**src/common/ic_params.svh**
```systemverilog
// ############################
// Instruction cache geometry and field widths
// ############################

`ifndef IC_PARAMS_SVH
`define IC_PARAMS_SVH

// Program counter width
`define IC_PC_WIDTH 8
// Offset bits inside a cacheline
`define IC_LINE_IDX_BITS 2
`define IC_LINE_INSTS (1 << `IC_LINE_IDX_BITS)
// Number of cachelines
`define IC_NUM_LINES 8
// Encoded instruction width
`define IC_INST_WIDTH 4

// Fetch group size
// Must not exceed IC_LINE_INSTS, or the upper slots can never be valid
`define IC_FETCH_WIDTH 4

// Warp geometry
`define IC_NUM_WARPS 8
`define IC_WARP_WIDTH 32

`endif
```
**src/common/ic_pkg.sv**
```systemverilog
// ############################
// Instruction cache types and controller states
// ############################

`include "ic_params.svh"

package ic_pkg;

    // ############################
    // Address fields
    // ############################

    // PC = {tag, index, offset}
    typedef logic [`IC_PC_WIDTH-1:0] pc_t;
    typedef logic [`IC_PC_WIDTH-`IC_LINE_IDX_BITS-1:0] line_addr_t;
    typedef logic [$clog2(`IC_NUM_LINES)-1:0] index_t;
    typedef logic [`IC_PC_WIDTH-`IC_LINE_IDX_BITS-$clog2(`IC_NUM_LINES)-1:0] tag_t;
    typedef logic [`IC_LINE_IDX_BITS-1:0] offset_t;

    // ############################
    // Payload
    // ############################

    typedef logic [`IC_INST_WIDTH-1:0] inst_t;
    typedef inst_t [`IC_LINE_INSTS-1:0] line_t;

    typedef logic [`IC_FETCH_WIDTH-1:0] fetch_mask_t;
    typedef logic [`IC_WARP_WIDTH-1:0] act_mask_t;
    typedef logic [$clog2(`IC_NUM_WARPS)-1:0] wid_t;

    // Request as handed over by the fetcher
    typedef struct packed {
        pc_t         pc;
        fetch_mask_t fetch_mask;
        act_mask_t   act_mask;
        wid_t        warp_id;
    } fetch_req_t;

    // Controller FSM
    typedef enum logic [1:0] {
        IDLE     = 2'd0,
        LOOKUP   = 2'd1,
        WAIT_MEM = 2'd2,
        WAIT_DEC = 2'd3
    } ic_state_e;

endpackage

```
**src/common/ic_store_if.sv**
```systemverilog
// ############################
// Controller to tag/data store link
// ############################

`timescale 1ns/100ps

interface ic_store_if
    import ic_pkg::*;
();
    // Lookup of the accepted request
    logic   lookup;
    index_t lookup_idx;
    tag_t   lookup_tag;

    // Line fill from the memory response
    logic   fill;
    index_t fill_idx;
    tag_t   fill_tag;
    line_t  fill_data;

    // Invalidate all lines
    logic   clear;

    // Registered lookup result
    logic   hit;

    modport ctrl (
        output lookup, lookup_idx, lookup_tag,
        output fill, fill_idx, fill_tag, fill_data,
        output clear,
        input  hit
    );

    modport store (
        input  lookup, lookup_idx, lookup_tag,
        input  fill, fill_idx, fill_tag, fill_data,
        input  clear,
        output hit
    );

endinterface

```
**src/icache/icache_top.sv**
```systemverilog
// ############################
// Direct-mapped instruction cache
// Fetcher, decoder and line refill ports
// ############################

`timescale 1ns/100ps

`include "ic_params.svh"

module icache_top
    import ic_pkg::*;
(
    input  logic                        clk_i,
    input  logic                        rst_ni,

    input  logic                        flush_i,

    // Fetcher
    input  logic                        fe_valid_i,
    input  pc_t                         fe_pc_i,
    input  fetch_mask_t                 fe_fetch_mask_i,
    input  act_mask_t                   fe_act_mask_i,
    input  wid_t                        fe_warp_id_i,
    output logic                        ic_ready_o,

    // Decoder
    output fetch_mask_t                 ic_valid_o,
    output inst_t [`IC_FETCH_WIDTH-1:0] ic_inst_o,
    output pc_t                         ic_pc_o,
    output fetch_mask_t                 ic_fetch_mask_o,
    output act_mask_t                   ic_act_mask_o,
    output wid_t                        ic_warp_id_o,
    input  logic                        dec_ready_i,

    // Memory
    output logic                        mem_req_o,
    output line_addr_t                  mem_addr_o,
    input  logic                        mem_ready_i,
    input  logic                        mem_valid_i,
    input  line_t                       mem_data_i
);

    fetch_req_t fe_req;
    fetch_req_t held_req;
    logic       out_valid;
    logic       use_refill;
    line_t      store_line;

    ic_store_if store_if ();

    // Pack the fetcher sideband
    assign fe_req = '{
        pc:         fe_pc_i,
        fetch_mask: fe_fetch_mask_i,
        act_mask:   fe_act_mask_i,
        warp_id:    fe_warp_id_i
    };

    ic_ctrl u_ctrl (
        .clk_i        (clk_i),
        .rst_ni       (rst_ni),
        .flush_i      (flush_i),
        .fe_valid_i   (fe_valid_i),
        .fe_req_i     (fe_req),
        .ic_ready_o   (ic_ready_o),
        .dec_ready_i  (dec_ready_i),
        .out_valid_o  (out_valid),
        .req_o        (held_req),
        .use_refill_o (use_refill),
        .mem_req_o    (mem_req_o),
        .mem_addr_o   (mem_addr_o),
        .mem_ready_i  (mem_ready_i),
        .mem_valid_i  (mem_valid_i),
        .mem_data_i   (mem_data_i),
        .store        (store_if.ctrl)
    );

    ic_store u_store (
        .clk_i  (clk_i),
        .rst_ni (rst_ni),
        .port   (store_if.store),
        .line_o (store_line)
    );

    ic_fetch_align u_align (
        .clk_i           (clk_i),
        .rst_ni          (rst_ni),
        .out_valid_i     (out_valid),
        .use_refill_i    (use_refill),
        .req_i           (held_req),
        .store_line_i    (store_line),
        .mem_valid_i     (mem_valid_i),
        .mem_data_i      (mem_data_i),
        .ic_valid_o      (ic_valid_o),
        .ic_inst_o       (ic_inst_o),
        .ic_pc_o         (ic_pc_o),
        .ic_fetch_mask_o (ic_fetch_mask_o),
        .ic_act_mask_o   (ic_act_mask_o),
        .ic_warp_id_o    (ic_warp_id_o)
    );

endmodule

```
**src/icache/ic_ctrl.sv**
```systemverilog
// ############################
// Instruction cache controller
// Request FSM, held request and pending flush
// ############################

`timescale 1ns/100ps

module ic_ctrl
    import ic_pkg::*;
(
    input  logic       clk_i,
    input  logic       rst_ni,

    input  logic       flush_i,

    // Fetcher side
    input  logic       fe_valid_i,
    input  fetch_req_t fe_req_i,
    output logic       ic_ready_o,

    // Decoder side
    input  logic       dec_ready_i,
    output logic       out_valid_o,
    output fetch_req_t req_o,
    output logic       use_refill_o,

    // Memory side
    output logic       mem_req_o,
    output line_addr_t mem_addr_o,
    input  logic       mem_ready_i,
    input  logic       mem_valid_i,
    input  line_t      mem_data_i,

    ic_store_if.ctrl   store
);

    ic_state_e  state_q;
    ic_state_e  state_d;
    fetch_req_t req_q;
    logic       flush_q;

    logic       accept;
    logic       consume;
    logic       flush_take;

    // ############################
    // Handshakes
    // ############################

    // Hit result is only meaningful in LOOKUP
    assign out_valid_o  = ((state_q == LOOKUP) && store.hit) || (state_q == WAIT_DEC);
    assign use_refill_o = (state_q == WAIT_DEC);

    assign consume = out_valid_o && dec_ready_i;

    // Pending flush wins over a new fetch
    assign flush_take = flush_q && ((state_q == IDLE) || consume);
    assign ic_ready_o = ((state_q == IDLE) || consume) && !flush_q;
    assign accept     = fe_valid_i && ic_ready_o;

    // Line request stays up until memory takes it
    assign mem_req_o  = (state_q == LOOKUP) && !store.hit;
    assign mem_addr_o = req_q.pc[$bits(pc_t)-1:$bits(offset_t)];

    assign req_o = req_q;

    // ############################
    // Store control
    // ############################

    // Lookup straight from the fetcher, result comes back next cycle
    assign store.lookup     = accept;
    assign store.lookup_idx = fe_req_i.pc[$bits(offset_t) +: $bits(index_t)];
    assign store.lookup_tag = fe_req_i.pc[$bits(pc_t)-1 -: $bits(tag_t)];

    assign store.fill      = (state_q == WAIT_MEM) && mem_valid_i;
    assign store.fill_idx  = req_q.pc[$bits(offset_t) +: $bits(index_t)];
    assign store.fill_tag  = req_q.pc[$bits(pc_t)-1 -: $bits(tag_t)];
    assign store.fill_data = mem_data_i;

    assign store.clear = flush_take;

    // ############################
    // FSM
    // ############################

    always_comb begin
        state_d = state_q;
        case (state_q)
            IDLE: begin
                if (accept) begin
                    state_d = LOOKUP;
                end
            end
            LOOKUP: begin
                if (store.hit) begin
                    if (dec_ready_i) begin
                        state_d = accept ? LOOKUP : IDLE;
                    end
                end else if (mem_ready_i) begin
                    state_d = WAIT_MEM;
                end
            end
            WAIT_MEM: begin
                // Single strobe carries the whole line
                if (mem_valid_i) begin
                    state_d = WAIT_DEC;
                end
            end
            WAIT_DEC: begin
                if (dec_ready_i) begin
                    state_d = accept ? LOOKUP : IDLE;
                end
            end
            default: begin
                state_d = IDLE;
            end
        endcase
    end

    always_ff @(posedge clk_i or negedge rst_ni) begin
        if (!rst_ni) begin
            state_q <= IDLE;
            flush_q <= 1'b0;
        end else begin
            state_q <= state_d;
            // A new flush arriving as the old one is taken stays pending
            flush_q <= flush_i || (flush_q && !flush_take);
        end
    end

    // Held request
    always_ff @(posedge clk_i) begin
        if (accept) begin
            req_q <= fe_req_i;
        end
    end

endmodule

```
**src/icache/ic_fetch_align.sv**
```systemverilog
// ############################
// Fetch group extraction
// Refill buffer and slot alignment
// ############################

`timescale 1ns/100ps

`include "ic_params.svh"

module ic_fetch_align
    import ic_pkg::*;
(
    input  logic                        clk_i,
    input  logic                        rst_ni,

    input  logic                        out_valid_i,
    input  logic                        use_refill_i,
    input  fetch_req_t                  req_i,
    input  line_t                       store_line_i,

    input  logic                        mem_valid_i,
    input  line_t                       mem_data_i,

    output fetch_mask_t                 ic_valid_o,
    output inst_t [`IC_FETCH_WIDTH-1:0] ic_inst_o,
    output pc_t                         ic_pc_o,
    output fetch_mask_t                 ic_fetch_mask_o,
    output act_mask_t                   ic_act_mask_o,
    output wid_t                        ic_warp_id_o
);

    line_t refill_q;
    line_t src_line;

    // Copy of the last line returned by memory
    always_ff @(posedge clk_i or negedge rst_ni) begin
        if (!rst_ni) begin
            refill_q <= '0;
        end else if (mem_valid_i) begin
            refill_q <= mem_data_i;
        end
    end

    assign src_line = use_refill_i ? refill_q : store_line_i;

    // Slot k takes word offset+k, cut off at the end of the line
    always_comb begin : extract
        offset_t off;
        off        = req_i.pc[$bits(offset_t)-1:0];
        ic_valid_o = '0;
        ic_inst_o  = '0;
        for (int k = 0; k < `IC_FETCH_WIDTH; k++) begin
            if (out_valid_i && req_i.fetch_mask[k]
                    && ((int'(off) + k) < `IC_LINE_INSTS)) begin
                ic_valid_o[k] = 1'b1;
                ic_inst_o[k]  = src_line[off + offset_t'(k)];
            end
        end
    end

    // Sideband only while a group is presented
    assign ic_pc_o         = out_valid_i ? req_i.pc : '0;
    assign ic_fetch_mask_o = out_valid_i ? req_i.fetch_mask : '0;
    assign ic_act_mask_o   = out_valid_i ? req_i.act_mask : '0;
    assign ic_warp_id_o    = out_valid_i ? req_i.warp_id : '0;

endmodule

```
**src/icache/ic_store.sv**
```systemverilog
// ############################
// Tag and line arrays with valid bits
// Registered lookup result
// ############################

`timescale 1ns/100ps

`include "ic_params.svh"

module ic_store
    import ic_pkg::*;
(
    input  logic      clk_i,
    input  logic      rst_ni,

    ic_store_if.store port,

    output line_t     line_o
);

    tag_t                     tag_q  [`IC_NUM_LINES];
    line_t                    line_q [`IC_NUM_LINES];
    logic [`IC_NUM_LINES-1:0] valid_q;

    logic                     hit_q;
    line_t                    rd_line_q;

    // ############################
    // Control state
    // ############################

    always_ff @(posedge clk_i or negedge rst_ni) begin
        if (!rst_ni) begin
            valid_q <= '0;
            hit_q   <= 1'b0;
        end else begin
            if (port.clear) begin
                valid_q <= '0;
            end else if (port.fill) begin
                valid_q[port.fill_idx] <= 1'b1;
            end

            // Hold the result until the next lookup
            if (port.lookup) begin
                hit_q <= valid_q[port.lookup_idx]
                         && (tag_q[port.lookup_idx] == port.lookup_tag);
            end
        end
    end

    // ############################
    // Arrays
    // ############################

    always_ff @(posedge clk_i) begin
        if (port.fill) begin
            tag_q[port.fill_idx]  <= port.fill_tag;
            line_q[port.fill_idx] <= port.fill_data;
        end
        if (port.lookup) begin
            rd_line_q <= line_q[port.lookup_idx];
        end
    end

    assign port.hit = hit_q;
    assign line_o   = rd_line_q;

endmodule

```
**config.mk**
```make
export PLATFORM = sky130hd
export DESIGN_NAME = icache_top
export DESIGN_NICKNAME = d
export VERILOG_FILES = /design/src/common/ic_pkg.sv /design/src/common/ic_store_if.sv /design/src/icache/icache_top.sv /design/src/icache/ic_ctrl.sv /design/src/icache/ic_fetch_align.sv /design/src/icache/ic_store.sv
export VERILOG_INCLUDE_DIRS = /design/src /design/src/common
export SDC_FILE = /design/constraint.sdc
export NUM_CORES = 1
export LEC_CHECK = 0
export ABC_AREA = 1
export ABC_CLOCK_PERIOD_IN_PS = 4350
export BUFFER_PORTS_ARGS = -buffer_cell sky130_fd_sc_hd__buf_2
export CAP_MARGIN = 10
export CORE_MARGIN = 5
export CORE_UTILIZATION = 45
export CTS_CLUSTER_DIAMETER = 80
export DETAILED_ROUTE_END_ITERATION = 8
export PLACE_DENSITY = 0.65
export SLEW_MARGIN = 20
export SYNTH_ARGS = -nofsm -noshare
export SYNTH_HDL_FRONTEND = slang
export SYNTH_SLANG_ARGS = --single-unit
```
**constraint.sdc**
```tcl
create_clock -name clk_i -period 4.35 [get_ports clk_i]
set_input_delay 0.6525 -clock clk_i [delete_from_list [all_inputs] [get_ports clk_i]]
set_output_delay 0.6525 -clock clk_i [all_outputs]
set_load 0.02 [all_outputs]
```
## Word level (Yosys, flattened, before mapping)

Memories as Yosys holds them, arrays and structs flattened. A register that Yosys moved wholly into a read port is not among the register bits.
Cells that the tools add are included.

- Flip-flop bits (word level): 75
- Word-level logic and storage cells: 102
- Memories: 2
- Memory bits (writable): 152
- Input port bits: 70
- Output and inout port bits: 75

Memories:

| memory | depth | bits a word | read ports | clocked after memory_dff | wr ports | line | source |
|---|---|---|---|---|---|---|---|
| u_store.line_q | 8 | 16 | 1 | 1 | 1 | ic_store.sv:22 | `` line_t line_q [`IC_NUM_LINES]; `` |
| u_store.tag_q | 8 | 3 | 1 | 0 | 1 | ic_store.sv:21 | `` tag_t tag_q [`IC_NUM_LINES]; `` |

- Add/sub/neg operators: 6
- Mux-type cells: 36
- $lt $le $gt $ge: 11
- Bitwise operators: 1
- Eq/ne operators: 7
- Reduce and logical (&&, ||, !) cells: 27

Operators by type and width:

| cell | count |
|---|---|
| $lt 32x4->1 const B | 3 |
| $mux 4 | 9 |
| $bmux 4 s2 | 4 |
| $mux 32 | 1 |
| $mux 8 | 3 |
| $logic_and 1x1->1 | 18 |
| $mux 16 | 1 |
| $lt 2x3->1 const B | 5 |
| $mux 2 | 5 |
| $mux 1 | 9 |
| $lt 3x4->1 const B | 2 |
| $or 8x8->8 | 1 |
| $pmux 2 s4 | 1 |
| $add 2x2->3 const B | 2 |
| $add 2x2->2 const B | 2 |
| $eq 2x2->1 const B | 2 |
| $add 2x1->3 const B | 1 |
| $bmux 1 s3 | 1 |
| $demux 1 s3 | 1 |
| $eq 3x3->1 | 1 |
| $ge 3x1->1 const B | 1 |
| $logic_not 1->1 | 3 |
| $logic_or 1x1->1 | 3 |
| $mux 3 | 1 |
| 8 further kinds | 8 |

## Depth between registers and ports, before layout

- Word-level depth: 11
- Gate-level depth with buffers: 12
- Depth with buffers taken out: 11

## Hierarchy

A second synthesis with hierarchy kept.

- Cells, all modules: 954
- Area, all modules: 10531.4 um^2

By module, submodules not included:

| module | sequential area each (um^2) | area an instance (um^2) | cells each | instances |
|---|---|---|---|---|
| ic_store | 5270.1 | 6941.7 | 557 | 1 |
| ic_ctrl | 1486.4 | 1921.8 | 121 | 1 |
| ic_fetch_align | 400.4 | 1667.8 | 276 | 1 |

## Worst setup path after synthesis

OpenSTA, ideal clock, no wires.

- Kind: in2reg
- From: input dec_ready_i
- To: register u_store.hit_q, in the netlist u_store.port.hit
- Stages on the path: 8
- Arrival: 2569 ps
- Required time: 4285 ps
- Library setup time: 65 ps
- Buffers on the path: 0
- Setup slack: 1716 ps
- Path through: nand3_1 > nand2_1 > nand3_2 > inv_1 > nand2_1 > nor2_1 > nand3_1 > nand2_1

- Word-level cells in the longest chain between the ends: 4

Ends and longest elaborated chain:

| element | line | source |
|---|---|---|
| start: declaration | icache_top.sv:33 | `input logic dec_ready_i,` |
| $logic_and 1x1->1 | ic_ctrl.sv:54 | `assign consume = out_valid_o && dec_ready_i;` |
| $logic_or 1x1->1 | ic_ctrl.sv:58 | `assign ic_ready_o = ((state_q == IDLE) \|\| consume) && !flush_q;` |
| $logic_and 1x1->1 | ic_ctrl.sv:58 |  |
| $logic_and 1x1->1 | ic_ctrl.sv:59 | `assign accept = fe_valid_i && ic_ready_o;` |
| end signal: assignment | ic_store.sv:45 | `hit_q <= valid_q[port.lookup_idx]` |
| end: declaration | ic_store.sv:25 | `logic hit_q;` |

Every way passes these cells.
A chain may end at the register's enable or synchronous reset.

==> reports/results.ini <==
[placed_design]
io_buffers=144
dp_hpwl_mm=15.0
gp_congestion=0.820

[run]
maxCapViolations=0

[synth]
yosysTopAreaCellShare=0.632
synth_nets=998
synth_cells=926
avgSynthCellArea_um2=11.0
ys_top_cells_by_area=edfxtp_1, nor2_1, dfrtp_1
yosysUniqueCellTypes=29
postSynth.asyncResetShare=0.115
synth_edf_count=215
synth_ff_type=edfxtp_1
seq_area_frac_synth=0.700
synth_seq_cells=243
synth_area_um2=10200
yosys_warnings=0
yosys.area.top_type=edfxtp_1

[drt]
num_vias=6811
drc=0
via_per_inst=5.02
finalWirelength_mm=22.9
antenna_left=0
wl_per_cell_um=16.8
first_pass_iters=5
drt_iter0_drc=574

[cts]
cts_tree=built
htreeDepth=1
cts.sink_count=243
insertion_delay_ns=0.53
max-clock-path-buffers=3
ctsHoldBuffers=0
clk_pin_slew_worst_paths_ns=0.06
post_cts_buffers=0
cts_buffers=26
ctsResizeCount=0
cts_root_buffer=clkbuf_16

[sta]
fin_setup_tns_ns=0
finClkSkew_ns=0.0190
max_freq_mhz=318
min_period_ns=3.14
rsz0062_at_grt=false
fin_crit_sh=0.722
maxSlewViolCount=0
slew_headroom=0.300
setup_viol=0
tightest_slew_ns=1.04
hold_violations=0

[global_route]
grt_use_total=0.173
grt_pass1_wl_mm=36.1
antenna_found_initial=0
met3_usage=0.0310
grt.busiest_layer=met2
grt_pass1_vias=6598
grt_max_degree=81
grtUsageMet2=0.268
grt_use_met1=0.256
gr-total-overflow=0

[worst_setup_path]
crit_type=flip-flop to primary output
cp.required_ns=3.70
worstPathCellList=inv_2 > ha_1 > inv_1 > o21ai_0 > nor2_1 > buf_2
crit_fanout=18
crit_slowest_cell=edfxtp_1
crit_path_start_kind=flip-flop
cp_data_arrival_time_ns=2.49
max_stage_delay_ns=0.64
cp_top_family=flip-flops
critical_path_buf_inv_count=3
end_kind=primary output
rrSetupSlack_ns=1.93

[pwr]
pwr-share-comb=0.174
leakage_nw=4.99
ir_drop_mv=0.295
sw_frac_of_total=0.284
switchingPower_mw=1.67
clock_power_share=0.355
seqPwrFrac=0.472
power_density_nw_per_um2=496
p_total_mw=5.88
intPower_mw=4.21

[floorplan]
row_count=55
top_level_ports=145
dieArea_um2=25800
core_area_um2=22500
start_util=0.454
die_y_um=161
die_w_um=161

[worst_hold_path]
hold_class=primary input to asynchronous set/reset pin

[cells_and_area]
diodes=0
post-route-util=0.527
area_growth_pct=16.0
drive_gt1_frac=0.197
final_nets=1127

[status]
outcome=finished, final reports clean

==> path summary, 6_finish.rpt <==
check	from	to	depth (start not counted)
hold reg to reg	u_align.refill_q[1]	u_align.refill_q[1]	2
min in group clk_i	fe_warp_id_i[1]	u_ctrl.req_o[1]	1
hold / removal	rst_ni	u_store.valid_q[3]	1
max in group asynchronous	rst_ni	u_align.refill_q[12]	1
setup reg to reg	u_ctrl.state_q[0]	u_ctrl.req_o[17]	6
setup / recovery	u_ctrl.req_o[39]	ic_inst_o[12]	6
==> per-layer routing <==
metal | share of wire | vias up
met3 | 0.067 | 41
met2 | 0.44 | 238
met4 | 0.021 | 0
li1 | - | 3339
met5 | 0 | -
met1 | 0.47 | 3193
==> cell usage after synthesis (all sizes together) (2+ instances only) <==
cell / n
inv: 115
a21oi: 8
nor3: 2
nand2: 109
clkbuf: 12
nand3: 22
ha: 2
a31oi: 16
dfrtp: 28
buf: 38
mux2i: 4
nor2: 214
edfxtp: 215
o22ai: 21
o21ai: 117
==> cells in the final DEF (no fill, tap or decap), types with 2 or more instances in the layout <==
cell type  count
a21oi_1        8
a31oi_1       16
buf_2        144
buf_4          7
clkbuf_1       5
clkbuf_16     27
clkbuf_8       2
clkinv_1       6
clkinv_2       3
dfrtp_1       28
edfxtp_1     215
ha_1           2
inv_1        107
inv_2          7
mux2i_1        4
nand2_1      107
nand2_2        2
nand3_1       21
nor2_1       203
nor2_2        10
o21ai_0       94
o21ai_1       21
o21ai_2        2
o22ai_1       21
==> through the flow <==
stage               hold slack, ns  setup WS [ns]  instances  instance area [µm²]
floorplan                    0.357           1.72        926                10200
global placement             0.462           1.42       1312                11100
detailed placement           0.464           1.28       1312                11100
CTS                          0.173           1.19       1357                11900
global route                 0.223           1.06       1357                11900
finish                       0.173           1.21       1357                11900
==> kinds of logic after synthesis <==
logic type | synth area share
AO/OA/AOI/OAI | 0.0861
buffers and inverters | 0.0737
flip-flops | 0.700
adder cells (fa/ha/maj) | 0.00245
AND/OR/NAND/NOR | 0.134
multiplexers | 0.00392
==> power groups by stage <==
stage	Sequential, mW	Combinational [mW]	Clock (mW)
final	2.77	1.02	2.08
after global routing	2.79	1.14	2.23
after CTS	2.77	1.04	2.12
after detailed placement	2.82	1.03	0
after global placement	2.82	1.02	0
after floorplan	2.80	0.745	0
==> cell type report <==
cell class / instances / area [µm²]
Fill cell: 1960 / 10600
Sequential cell: 243 / 7160
Multi-Input combinational cell: 517 / 2330
Timing Repair Buffer: 151 / 773
Clock buffer: 34 / 722
Inverter: 116 / 438
Tap cell: 285 / 357
Clock inverter: 11 / 80.1
==> state kept, by name (all words and copies together) (netlist names) <==
name	flops
u_store.port.hit	1
u_ctrl.state_q	2
u_ctrl.mem_addr_o	6
u_ctrl.req_o	41
u_store.valid_q	8
u_ctrl.flush_q	1
u_store.line_q	128
u_align.refill_q	16
u_store.line_o	16
u_store.tag_q	24
==> worst reg2reg max path, cell delays in order (launching register included) <==
cell and delay (ns):
dfrtp_1 0.45, inv_2 0.13, nand2_1 0.08, nand2_1 0.14, nand3_2 0.13, inv_2 0.77
buf_4 0.41
No activity file was read; power rests on OpenSTA's default activity.
